`src/common/stereo_pkg.sv`:
```
`default_nettype none

package stereo_pkg;

	// ----------------------------------------------------------
	// image geometry
	// ----------------------------------------------------------
	localparam int IMG_W      = 16;             // pixels per line
	localparam int IMG_H      = 8;              // lines per frame
	localparam int IMG_PIXELS = IMG_W * IMG_H;  // 128 per image
	localparam int PIX_W      = 8;              // grey level width

	// ----------------------------------------------------------
	// matching window and search range
	// ----------------------------------------------------------
	localparam int WIN_RADIUS = 1;                                      // 3x3 window
	localparam int WIN_TAPS   = (2 * WIN_RADIUS + 1) * (2 * WIN_RADIUS + 1);
	localparam int MAX_DISP   = 7;                                      // offsets 0..7
	localparam int DISP_SCALE = 255 / MAX_DISP;                         // 36 grey per step
	localparam int OFS_W      = $clog2(MAX_DISP + 1);                   // offset width
	localparam int SSD_W      = 20;                                     // 9 * 255^2 fits

	// frame timing
	localparam int VSYNC_CYCLES = 8;  // vsync phase after load
	localparam int HSYNC_CYCLES = 4;  // hsync phase before each line

	// ----------------------------------------------------------
	// types
	// ----------------------------------------------------------
	typedef logic [PIX_W-1:0]              pix_t;
	typedef logic [OFS_W-1:0]              ofs_t;
	typedef logic [$clog2(IMG_H)-1:0]      row_t;
	typedef logic [$clog2(IMG_W)-1:0]      col_t;
	typedef logic [$clog2(IMG_PIXELS)-1:0] addr_t;  // frame buffer address
	typedef logic [SSD_W-1:0]              ssd_t;

	typedef struct packed {
		pix_t left;   // left image sample
		pix_t right;  // right image sample, same position
	} pixel_pair_t;

	typedef struct packed {
		row_t row;
		col_t col;
	} pix_pos_t;

	typedef struct packed {
		pix_pos_t pos;  // left pixel the result belongs to
		pix_t     level; // best offset scaled to grey
	} disp_out_t;

endpackage

`default_nettype wire

```
`src/frame_store/frame_store.sv`:
```
`timescale 1ns/1ps
`default_nettype none

// left and right frame buffers, filled from the pixel pair stream
module frame_store (
	input  wire                            HCLK,
	input  wire                            HRESETn,
	// load side
	input  wire stereo_pkg::pixel_pair_t   pix_in,
	input  wire                            pix_valid,
	input  wire                            load_en,
	output logic                           pix_ready,
	output logic                           load_done,
	// read side, one registered read per image
	input  wire                            rd_en,
	input  wire stereo_pkg::addr_t         rd_addr_l,
	input  wire stereo_pkg::addr_t         rd_addr_r,
	output stereo_pkg::pix_t               rd_pix_l,
	output stereo_pkg::pix_t               rd_pix_r
);

	stereo_pkg::pix_t  mem_l [stereo_pkg::IMG_PIXELS];  // left image
	stereo_pkg::pix_t  mem_r [stereo_pkg::IMG_PIXELS];  // right image
	stereo_pkg::addr_t wr_ptr;                          // raster write position
	logic              wr_en;
	logic              wr_last;

	assign pix_ready = load_en;              // only accept during load phase
	assign wr_en     = pix_valid & load_en;  // pair transfers this clock
	assign wr_last   = wr_ptr == stereo_pkg::addr_t'(stereo_pkg::IMG_PIXELS - 1);
	assign load_done = wr_en & wr_last;      // last pair of the frame written now

	// write pointer, wraps so the next frame starts at 0
	always_ff @(posedge HCLK or negedge HRESETn) begin
		if (!HRESETn) begin
			wr_ptr <= '0;
		end else if (wr_en) begin
			if (wr_last)
				wr_ptr <= '0;
			else
				wr_ptr <= wr_ptr + 1'b1;
		end
	end

	// ----------------------------------------------------------
	// memory write and registered read
	// ----------------------------------------------------------
	always_ff @(posedge HCLK) begin
		if (wr_en) begin
			mem_l[wr_ptr] <= pix_in.left;
			mem_r[wr_ptr] <= pix_in.right;
		end
		if (rd_en) begin
			rd_pix_l <= mem_l[rd_addr_l];  // data valid next cycle
			rd_pix_r <= mem_r[rd_addr_r];
		end
	end

endmodule

`default_nettype wire

```
`src/matcher/ssd_window.sv`:
```
`timescale 1ns/1ps
`default_nettype none

// sum of squared differences over the window, one tap per clock
module ssd_window (
	input  wire                         HCLK,
	input  wire                         HRESETn,
	input  wire                         win_start,   // one cycle pulse
	input  wire stereo_pkg::pix_pos_t   win_pos,     // centre pixel, left image
	input  wire stereo_pkg::ofs_t       win_offset,  // right image shift
	output logic                        win_done,
	output stereo_pkg::ssd_t            win_ssd,
	// frame store read port
	output logic                        rd_en,
	output stereo_pkg::addr_t           rd_addr_l,
	output stereo_pkg::addr_t           rd_addr_r,
	input  wire stereo_pkg::pix_t       rd_pix_l,
	input  wire stereo_pkg::pix_t       rd_pix_r
);

	logic                  busy;            // taps still being issued
	logic [1:0]            tx, ty;          // tap column / row inside window
	logic                  last_tap;
	stereo_pkg::pix_pos_t  pos_q;
	stereo_pkg::ofs_t      ofs_q;
	logic signed [5:0]     row_s;           // tap row, may fall outside
	logic signed [5:0]     col_ls, col_rs;  // tap column left / right
	logic                  in_row, in_l, in_r;
	logic                  vld_d, last_d;   // read data returning this cycle
	logic                  in_l_d, in_r_d;  // range flags aligned to read data
	stereo_pkg::pix_t      pl, pr, ad;
	logic [2*stereo_pkg::PIX_W-1:0] sq;
	stereo_pkg::ssd_t      acc;

	// ----------------------------------------------------------
	// tap coordinates and range check
	// ----------------------------------------------------------
	assign row_s  = 6'(pos_q.row) + 6'(ty) - 6'(stereo_pkg::WIN_RADIUS);
	assign col_ls = 6'(pos_q.col) + 6'(tx) - 6'(stereo_pkg::WIN_RADIUS);
	assign col_rs = col_ls - 6'(ofs_q);  // right image looks further left

	assign in_row = (row_s >= 0) && (row_s < stereo_pkg::IMG_H);
	assign in_l   = in_row && (col_ls >= 0) && (col_ls < stereo_pkg::IMG_W);
	assign in_r   = in_row && (col_rs >= 0) && (col_rs < stereo_pkg::IMG_W);

	// outside taps give junk addresses, masked on return
	assign rd_en     = busy;
	assign rd_addr_l = stereo_pkg::addr_t'(row_s * stereo_pkg::IMG_W + col_ls);
	assign rd_addr_r = stereo_pkg::addr_t'(row_s * stereo_pkg::IMG_W + col_rs);

	assign last_tap = (tx == 2'(2 * stereo_pkg::WIN_RADIUS)) &&
	                  (ty == 2'(2 * stereo_pkg::WIN_RADIUS));

	// tap walk, row by row
	always_ff @(posedge HCLK or negedge HRESETn) begin
		if (!HRESETn) begin
			busy   <= 1'b0;
			tx     <= '0;
			ty     <= '0;
			vld_d  <= 1'b0;
			last_d <= 1'b0;
		end else begin
			vld_d  <= busy;             // read issued now, data next cycle
			last_d <= busy & last_tap;
			if (win_start) begin
				busy <= 1'b1;
				tx   <= '0;
				ty   <= '0;
			end else if (busy) begin
				if (last_tap)
					busy <= 1'b0;
				if (tx == 2'(2 * stereo_pkg::WIN_RADIUS)) begin
					tx <= '0;
					ty <= ty + 1'b1;  // next window row
				end else begin
					tx <= tx + 1'b1;
				end
			end
		end
	end

	// ----------------------------------------------------------
	// squared difference and accumulate
	// ----------------------------------------------------------
	assign pl  = in_l_d ? rd_pix_l : '0;  // outside counts as 0
	assign pr  = in_r_d ? rd_pix_r : '0;
	assign ad  = (pl > pr) ? pl - pr : pr - pl;
	assign sq  = ad * ad;

	assign win_done = vld_d & last_d;                   // last tap returning
	assign win_ssd  = acc + stereo_pkg::ssd_t'(sq);     // includes last tap

	always_ff @(posedge HCLK) begin
		if (win_start) begin
			pos_q <= win_pos;
			ofs_q <= win_offset;
		end
		in_l_d <= in_l;
		in_r_d <= in_r;
		if (win_start)
			acc <= '0;
		else if (vld_d)
			acc <= acc + stereo_pkg::ssd_t'(sq);
	end

endmodule

`default_nettype wire

```
`src/matcher/disparity_search.sv`:
```
`timescale 1ns/1ps
`default_nettype none

// runs the window over every offset and keeps the smallest ssd
module disparity_search (
	input  wire                         HCLK,
	input  wire                         HRESETn,
	// request from the sequencer
	input  wire stereo_pkg::pix_pos_t   req_pos,
	input  wire                         req_valid,
	output logic                        req_ready,
	// window engine
	output logic                        win_start,
	output stereo_pkg::pix_pos_t        win_pos,
	output stereo_pkg::ofs_t            win_offset,
	input  wire                         win_done,
	input  wire stereo_pkg::ssd_t       win_ssd,
	// result stream
	output stereo_pkg::disp_out_t       disp,
	output logic                        disp_valid,
	input  wire                         disp_ready,
	output logic                        resp_accepted
);

	typedef enum logic [1:0] {
		S_IDLE,   // waiting for a pixel
		S_START,  // launch window for current offset
		S_WAIT,   // window running, compare on done
		S_OUT     // result held until accepted
	} state_t;

	state_t               state;
	stereo_pkg::ofs_t     ofs;        // offset under test
	stereo_pkg::ofs_t     best_ofs;
	stereo_pkg::ofs_t     next_best;
	stereo_pkg::ssd_t     best_ssd;
	stereo_pkg::pix_pos_t pos_q;
	logic                 better;
	logic                 last_ofs;
	stereo_pkg::pix_t     level;

	assign req_ready     = state == S_IDLE;
	assign win_start     = state == S_START;
	assign win_pos       = pos_q;
	assign win_offset    = ofs;
	assign disp_valid    = state == S_OUT;
	assign resp_accepted = disp_valid & disp_ready;

	// strict compare, ties keep the lower offset
	assign better    = win_ssd < best_ssd;
	assign next_best = better ? ofs : best_ofs;
	assign last_ofs  = ofs == stereo_pkg::ofs_t'(stereo_pkg::MAX_DISP);
	assign level     = stereo_pkg::pix_t'(next_best * stereo_pkg::DISP_SCALE);

	// ----------------------------------------------------------
	// search control
	// ----------------------------------------------------------
	always_ff @(posedge HCLK or negedge HRESETn) begin
		if (!HRESETn) begin
			state <= S_IDLE;
			ofs   <= '0;
		end else begin
			case (state)
				S_IDLE: if (req_valid) begin
					ofs   <= '0;
					state <= S_START;
				end
				S_START: state <= S_WAIT;
				S_WAIT: if (win_done) begin
					if (last_ofs) begin
						state <= S_OUT;  // disp loaded on this edge
					end else begin
						ofs   <= ofs + 1'b1;
						state <= S_START;
					end
				end
				S_OUT: if (disp_ready)
					state <= S_IDLE;
				default: state <= S_IDLE;
			endcase
		end
	end

	// best so far and the result register
	always_ff @(posedge HCLK) begin
		if (state == S_IDLE && req_valid) begin
			pos_q    <= req_pos;
			best_ssd <= '1;  // above any real sum, offset 0 always wins first
		end
		if (state == S_WAIT && win_done) begin
			if (better) begin
				best_ssd <= win_ssd;
				best_ofs <= ofs;
			end
			if (last_ofs) begin
				disp.pos   <= pos_q;
				disp.level <= level;  // held through back-pressure
			end
		end
	end

endmodule

`default_nettype wire

```
`src/hdl/frame_sequencer.sv`:
```
`timescale 1ns/1ps
`default_nettype none

// frame phases: load, vsync, per line hsync, per pixel issue/wait
module frame_sequencer (
	input  wire                   HCLK,
	input  wire                   HRESETn,
	output logic                  load_en,
	input  wire                   load_done,
	output logic                  vsync,
	output logic                  hsync,
	output stereo_pkg::pix_pos_t  req_pos,
	output logic                  req_valid,
	input  wire                   req_ready,
	input  wire                   resp_accepted,
	output logic                  frame_done
);

	typedef enum logic [2:0] {
		ST_IDLE,   // out of reset only
		ST_LOAD,   // frame buffers filling
		ST_VSYNC,
		ST_HSYNC,
		ST_ISSUE,  // request out to search
		ST_WAIT,   // pixel in flight
		ST_DONE    // one cycle frame done
	} state_t;

	state_t               state;
	logic [3:0]           phase_cnt;  // vsync / hsync length
	stereo_pkg::pix_pos_t pos;        // current pixel
	logic                 last_col, last_row;

	assign load_en    = state == ST_LOAD;
	assign vsync      = state == ST_VSYNC;
	assign hsync      = state == ST_HSYNC;
	assign req_valid  = state == ST_ISSUE;
	assign frame_done = state == ST_DONE;
	assign req_pos    = pos;

	assign last_col = pos.col == stereo_pkg::col_t'(stereo_pkg::IMG_W - 1);
	assign last_row = pos.row == stereo_pkg::row_t'(stereo_pkg::IMG_H - 1);

	// ----------------------------------------------------------
	// frame FSM with row / col counters
	// ----------------------------------------------------------
	always_ff @(posedge HCLK or negedge HRESETn) begin
		if (!HRESETn) begin
			state     <= ST_IDLE;
			phase_cnt <= '0;
			pos       <= '0;
		end else begin
			case (state)
				ST_IDLE: state <= ST_LOAD;  // straight into load after reset
				ST_LOAD: if (load_done) begin
					phase_cnt <= '0;
					state     <= ST_VSYNC;
				end
				ST_VSYNC: begin
					if (phase_cnt == 4'(stereo_pkg::VSYNC_CYCLES - 1)) begin
						phase_cnt <= '0;
						state     <= ST_HSYNC;  // first line follows directly
					end else begin
						phase_cnt <= phase_cnt + 1'b1;
					end
				end
				ST_HSYNC: begin
					if (phase_cnt == 4'(stereo_pkg::HSYNC_CYCLES - 1)) begin
						phase_cnt <= '0;
						state     <= ST_ISSUE;
					end else begin
						phase_cnt <= phase_cnt + 1'b1;
					end
				end
				ST_ISSUE: if (req_ready)
					state <= ST_WAIT;
				ST_WAIT: if (resp_accepted) begin
					if (last_col) begin
						pos.col <= '0;
						if (last_row) begin
							pos.row <= '0;
							state   <= ST_DONE;
						end else begin
							pos.row <= pos.row + 1'b1;
							state   <= ST_HSYNC;  // gap before next line
						end
					end else begin
						pos.col <= pos.col + 1'b1;
						state   <= ST_ISSUE;
					end
				end
				ST_DONE: state <= ST_LOAD;  // next frame
				default: state <= ST_IDLE;
			endcase
		end
	end

endmodule

`default_nettype wire

```
`src/hdl/stereo_disparity_top.sv`:
```
`timescale 1ns/1ps
`default_nettype none

// stereo block matching, one disparity per left pixel
module stereo_disparity_top (
	input  wire                            HCLK,
	input  wire                            HRESETn,
	// image pair stream in
	input  wire stereo_pkg::pixel_pair_t   pix_in,
	input  wire                            pix_valid,
	output logic                           pix_ready,
	// disparity stream out
	output stereo_pkg::disp_out_t          disp,
	output logic                           disp_valid,
	input  wire                            disp_ready,
	// frame status
	output logic                           vsync,
	output logic                           hsync,
	output logic                           frame_done
);

	// sequencer <-> frame store / search
	logic                 load_en, load_done;
	stereo_pkg::pix_pos_t req_pos;
	logic                 req_valid, req_ready;
	logic                 resp_accepted;

	// search <-> window
	logic                 win_start, win_done;
	stereo_pkg::pix_pos_t win_pos;
	stereo_pkg::ofs_t     win_offset;
	stereo_pkg::ssd_t     win_ssd;

	// window <-> frame store
	logic                 rd_en;
	stereo_pkg::addr_t    rd_addr_l, rd_addr_r;
	stereo_pkg::pix_t     rd_pix_l, rd_pix_r;

	frame_sequencer i_frame_sequencer (
		.HCLK          (HCLK),
		.HRESETn       (HRESETn),
		.load_en       (load_en),
		.load_done     (load_done),
		.vsync         (vsync),
		.hsync         (hsync),
		.req_pos       (req_pos),
		.req_valid     (req_valid),
		.req_ready     (req_ready),
		.resp_accepted (resp_accepted),
		.frame_done    (frame_done)
	);

	frame_store i_frame_store (
		.HCLK      (HCLK),
		.HRESETn   (HRESETn),
		.pix_in    (pix_in),
		.pix_valid (pix_valid),
		.load_en   (load_en),
		.pix_ready (pix_ready),
		.load_done (load_done),
		.rd_en     (rd_en),
		.rd_addr_l (rd_addr_l),
		.rd_addr_r (rd_addr_r),
		.rd_pix_l  (rd_pix_l),
		.rd_pix_r  (rd_pix_r)
	);

	disparity_search i_disparity_search (
		.HCLK          (HCLK),
		.HRESETn       (HRESETn),
		.req_pos       (req_pos),
		.req_valid     (req_valid),
		.req_ready     (req_ready),
		.win_start     (win_start),
		.win_pos       (win_pos),
		.win_offset    (win_offset),
		.win_done      (win_done),
		.win_ssd       (win_ssd),
		.disp          (disp),
		.disp_valid    (disp_valid),
		.disp_ready    (disp_ready),
		.resp_accepted (resp_accepted)
	);

	ssd_window i_ssd_window (
		.HCLK       (HCLK),
		.HRESETn    (HRESETn),
		.win_start  (win_start),
		.win_pos    (win_pos),
		.win_offset (win_offset),
		.win_done   (win_done),
		.win_ssd    (win_ssd),
		.rd_en      (rd_en),
		.rd_addr_l  (rd_addr_l),
		.rd_addr_r  (rd_addr_r),
		.rd_pix_l   (rd_pix_l),
		.rd_pix_r   (rd_pix_r)
	);

endmodule

`default_nettype wire

```
`config.mk`:
```
export PLATFORM = sky130hd
export DESIGN_NAME = stereo_disparity_top
export DESIGN_NICKNAME = d
export VERILOG_FILES = /design/src/common/stereo_pkg.sv /design/src/frame_store/frame_store.sv /design/src/matcher/ssd_window.sv /design/src/matcher/disparity_search.sv /design/src/hdl/frame_sequencer.sv /design/src/hdl/stereo_disparity_top.sv
export SDC_FILE = /design/constraint.sdc
export NUM_CORES = 2
export LEC_CHECK = 0
export BUFFER_PORTS_ARGS = -buffer_cell sky130_fd_sc_hd__buf_2
export CELL_PAD_IN_SITES_DETAIL_PLACEMENT = 2
export CELL_PAD_IN_SITES_GLOBAL_PLACEMENT = 2
export CORE_UTILIZATION = 39
export CTS_CLUSTER_SIZE = 30
export DETAILED_ROUTE_END_ITERATION = 10
export GPL_TIMING_DRIVEN = 1
export PLACE_DENSITY_LB_ADDON = 0.1
export SYNTH_ARGS = -nofsm -noshare
export SYNTH_HDL_FRONTEND = slang
export SYNTH_SLANG_ARGS = --single-unit
```
`constraint.sdc`:
```
create_clock -name HCLK -period 9.7 [get_ports HCLK]
set_clock_uncertainty 0.2 [all_clocks]
set_input_delay 1.94 -clock HCLK [delete_from_list [all_inputs] [get_ports HCLK]]
set_output_delay 1.94 -clock HCLK [all_outputs]
set_load 0.01 [all_outputs]
```
==> metrics.cfg <==
[power]
cellPowerDensity_mw_per_mm2=192
p_switching_uw=3960
intPower_uw=15200
switching_share=0.207
seqPwrFrac=0.536
leakage_uw=0.0330
vdd_drop_max_v=0.000190
pwr-share-comb=0.009
clockPowerShare=0.455

[cells_and_area]
stdcell_count=7749
area_delta_synth_final_pct=13.8
fillers=20287
final_nets=4741
final_cell_area_sq_mm=0.0995
drive_gt1_frac=0.254

[setup_path]
worstPathArrival_ns=9.55
path_depth=32
critPathTopFamily=adder cells
worstSetupStartpoint=i_ssd_window.in_l_d$_DFF_P_
r2r-start=i_ssd_window.in_l_d$_DFF_P_
worst_setup_path_start_kind=register
end_kind=register
slowest_stage=fa_1
worstSetupPathType=reg2reg
rrSetupSlack_ns=0.68
slowest_delay_ns=0.52
cp_common_cell=fa_1
critPathBufInv=4
endpoint=i_disparity_search.best_ssd[7]$_DFF_P_
worstPathMaxFanout=18
worstRegToRegCells=32
rr_endpoint=i_disparity_search.best_ssd[7]$_DFF_P_
critical_path_required_ns=10.23

[sta]
fmax_mhz=111
finalSetupViolCount=0
timing.final.crit_period_ns=9.02
fin_ws_ns=0.679
rsz0062_at_grt=no
maxSlewViolCount=0
tightest_slew_ns=1.28
period_share=0.930
setup-tns-final_ns=0
hold_viol=0
whs_ns=0.289
slew_headroom=0.146

[clocking]
cts_root_buf=clkbuf_16
cts_buffers=228
h-tree-depth=4
cts_num_sinks=2169
tritoncts=done
clockBufferDepth=3
path_clk_slew_ns=0.06
cts_resized=0
clk_latency_ns=0.89
hold_buffers=0
cts_setup_buffers=0

[placement]
place_area_sq_mm=0.0922
hpwlAfterDp_mm=152
dp.cells=7320
port_buffers=37
globalplace.congestion=0.761
pre_cts_ws_ns=0.594

[floorplan]
fp.dieH_um=475
ios=40
rows=173
core_sq_mm=0.223
start_util=0.393
die_w_um=475
dieArea_sq_mm=0.226

[synth]
ys_ff_latch=2169
ys_warn_count=0
synth_cells=4317
synth_edf_count=2094
syn_area_per_cell_sq_um=20.3
ys_async_sr_fraction=0.0152
synth_cell_types=67
synth_top_area_share=0.719
seq_area_frac_synth=0.738
syn-cell-area_sq_mm=0.0874
ys.flop_type=edfxtp_1
synthTopCellsByArea=edfxtp_1, mux4_2, mux2i_1, ha_1, mux2_2
synth_area_leader_cell=edfxtp_1

[global_route]
grt.overflow.total=0
grt_util_all_layers=0.226
antenna_found_initial=9
grt_first_pass_wirelength_mm=360
first_global_vias=46827
grt_max_degree=93

[drt]
drt_pass1_iterations=5
route.detailed.drc=0
drt_iter0_drc=3740
wl_per_cell_um=32.6
viasPerCell=5.60
ant_nets=0
vias=43381
wirelength_mm=253

[hold_path]
hold_class=reg2reg

[status]
run_status=complete, no violations

[flow_run]
max_cap_viol_count=0

==> sequential cells by signal, indices dropped and copies added, names as in the netlist, 2 cells and up <==
name	cells
i_frame_sequencer.req_pos	7
i_ssd_window.acc	20
i_disparity_search.best_ssd	20
i_disparity_search.disp	10
i_frame_store.wr_ptr	7
i_frame_sequencer.phase_cnt	4
i_frame_store.mem_r	1024
i_disparity_search.best_ofs	3
i_frame_sequencer.state	3
i_ssd_window.ty	2
i_frame_store.rd_pix_r	8
i_frame_store.rd_pix_l	8
i_frame_store.mem_l	1024
i_disparity_search.win_pos	7
i_ssd_window.ofs_q	3
i_disparity_search.win_offset	3
i_ssd_window.pos_q	7
i_disparity_search.state	2
i_ssd_window.tx	2
==> worst min-delay path by stage <==
stage	start	to	slack [ns]	cells past startpoint
6_report	i_disparity_search.win_pos[1]$_DFFE_PP_	i_ssd_window.pos_q[1]$_DFFE_PP_	0.29	0
5_1_grt	i_disparity_search.win_pos[1]$_DFFE_PP_	i_ssd_window.pos_q[1]$_DFFE_PP_	0.31	0
4_1_cts	i_disparity_search.win_pos[1]$_DFFE_PP_	i_ssd_window.pos_q[1]$_DFFE_PP_	0.29	0
3_5_place_dp	i_disparity_search.win_pos[0]$_DFFE_PP_	i_ssd_window.pos_q[0]$_DFFE_PP_	0.28	0
3_3_place_gp	i_disparity_search.win_pos[0]$_DFFE_PP_	i_ssd_window.pos_q[0]$_DFFE_PP_	0.28	0
2_1_floorplan	i_disparity_search.win_pos[2]$_DFFE_PP_	i_disparity_search.disp[10]$_DFFE_PP_	0.22	0
==> through the flow <==
stage | util | power [uW]
5_1_grt | 0.447 | 19600
3_3_place_gp | 0.414 | 10600
4_1_cts | 0.447 | 19300
6_report | 0.447 | 19100
3_5_place_dp | 0.414 | 10600
2_1_floorplan | - | 10500
==> final cells by class <==
class / count / area, sq um / share of cell area
multi-input cells: 1776 / 21400 / 0.215
repair buffers: 246 / 1890 / 0.0190
well taps: 2975 / 3720 / 0.0374
clock buffers: 294 / 6060 / 0.0609
flip-flops and latches: 2169 / 64500 / 0.649
clock inverters: 131 / 1300 / 0.0131
diodes: 4 / 10.0 / 0.000101
inverters: 154 / 578 / 0.00581
==> logic make-up after synthesis <==
logic type / synth area share
xor gates and xnor gates: 0.00548
muxes: 0.163
adders and majority gates: 0.0248
AOI/OAI and AO/OA: 0.0235
buffers and inverters: 0.0185
other: 0.0000429
DFF: 0.738
and+or+nand+nor: 0.0263
==> synth_stat cells (33+ instances only) <==
cell type     n
edfxtp_1   2094
mux4_2      518
nor2_1      219
nand2_1     198
mux2i_1     157
inv_1       153
clkbuf_1    105
ha_1        100
mux2_2       86
buf_2        65
fa_1         46
dfxtp_1      42
a21oi_1      40
o22ai_1      35
a32o_1       33
dfrtp_1      33
==> power groups by stage <==
stage                     combinational, uW  sequential, uW  clock, uW
after floorplan                       0.963           10500          0
after global routing                    191           10300       9190
after global placement                  171           10500          0
after CTS                               184           10300       8890
after detailed placement                185           10500          0
final                                   177           10300       8700
==> routing by layer <==
metal  wire [um]  share of wire  track usage
met2      121000           0.48        0.363
met3       11400          0.045       0.0324
met4        4870          0.019       0.0508
met5          11       0.000044            0
met1      116000           0.46        0.327
==> cell usage in the layout, fill, tap and decap left out, drive strengths merged, types with 5 or more instances in the layout <==
cell type	n
o21ai	33
nand4	8
a22o	14
buf	246
a31oi	13
ha	100
and2	14
nor3	23
nor2	219
nor2b	17
or2	18
bufinv	19
mux2	86
a21oi	40
xor2	18
clkinv	101
a221oi	21
a32oi	32
clkbuf	294
nand2b	11
a211oi	5
fa	46
xnor2	29
mux2i	157
a32o	33
inv	160
nand2	198
a2111oi	5
nand3	20
dfrtp	33
o22ai	35
edfxtp	2094
a21o	18
dfxtp	42
clkinvlp	5
mux4	520
a311oi	9
==> worst reg2reg max path, delay by kind of cell, from the launching register on <==
kind	cells	cell delay [ns]
DFF	1	0.48
xor gates and xnor gates	2	0.58
adders and majority gates	8	3.31
muxes	1	0.31
buffers and inverters	4	0.47
AOI/OAI and AO/OA	14	3.19
and+or+nand+nor	3	0.35
Note: power is estimated with default switching activity, not from simulation.
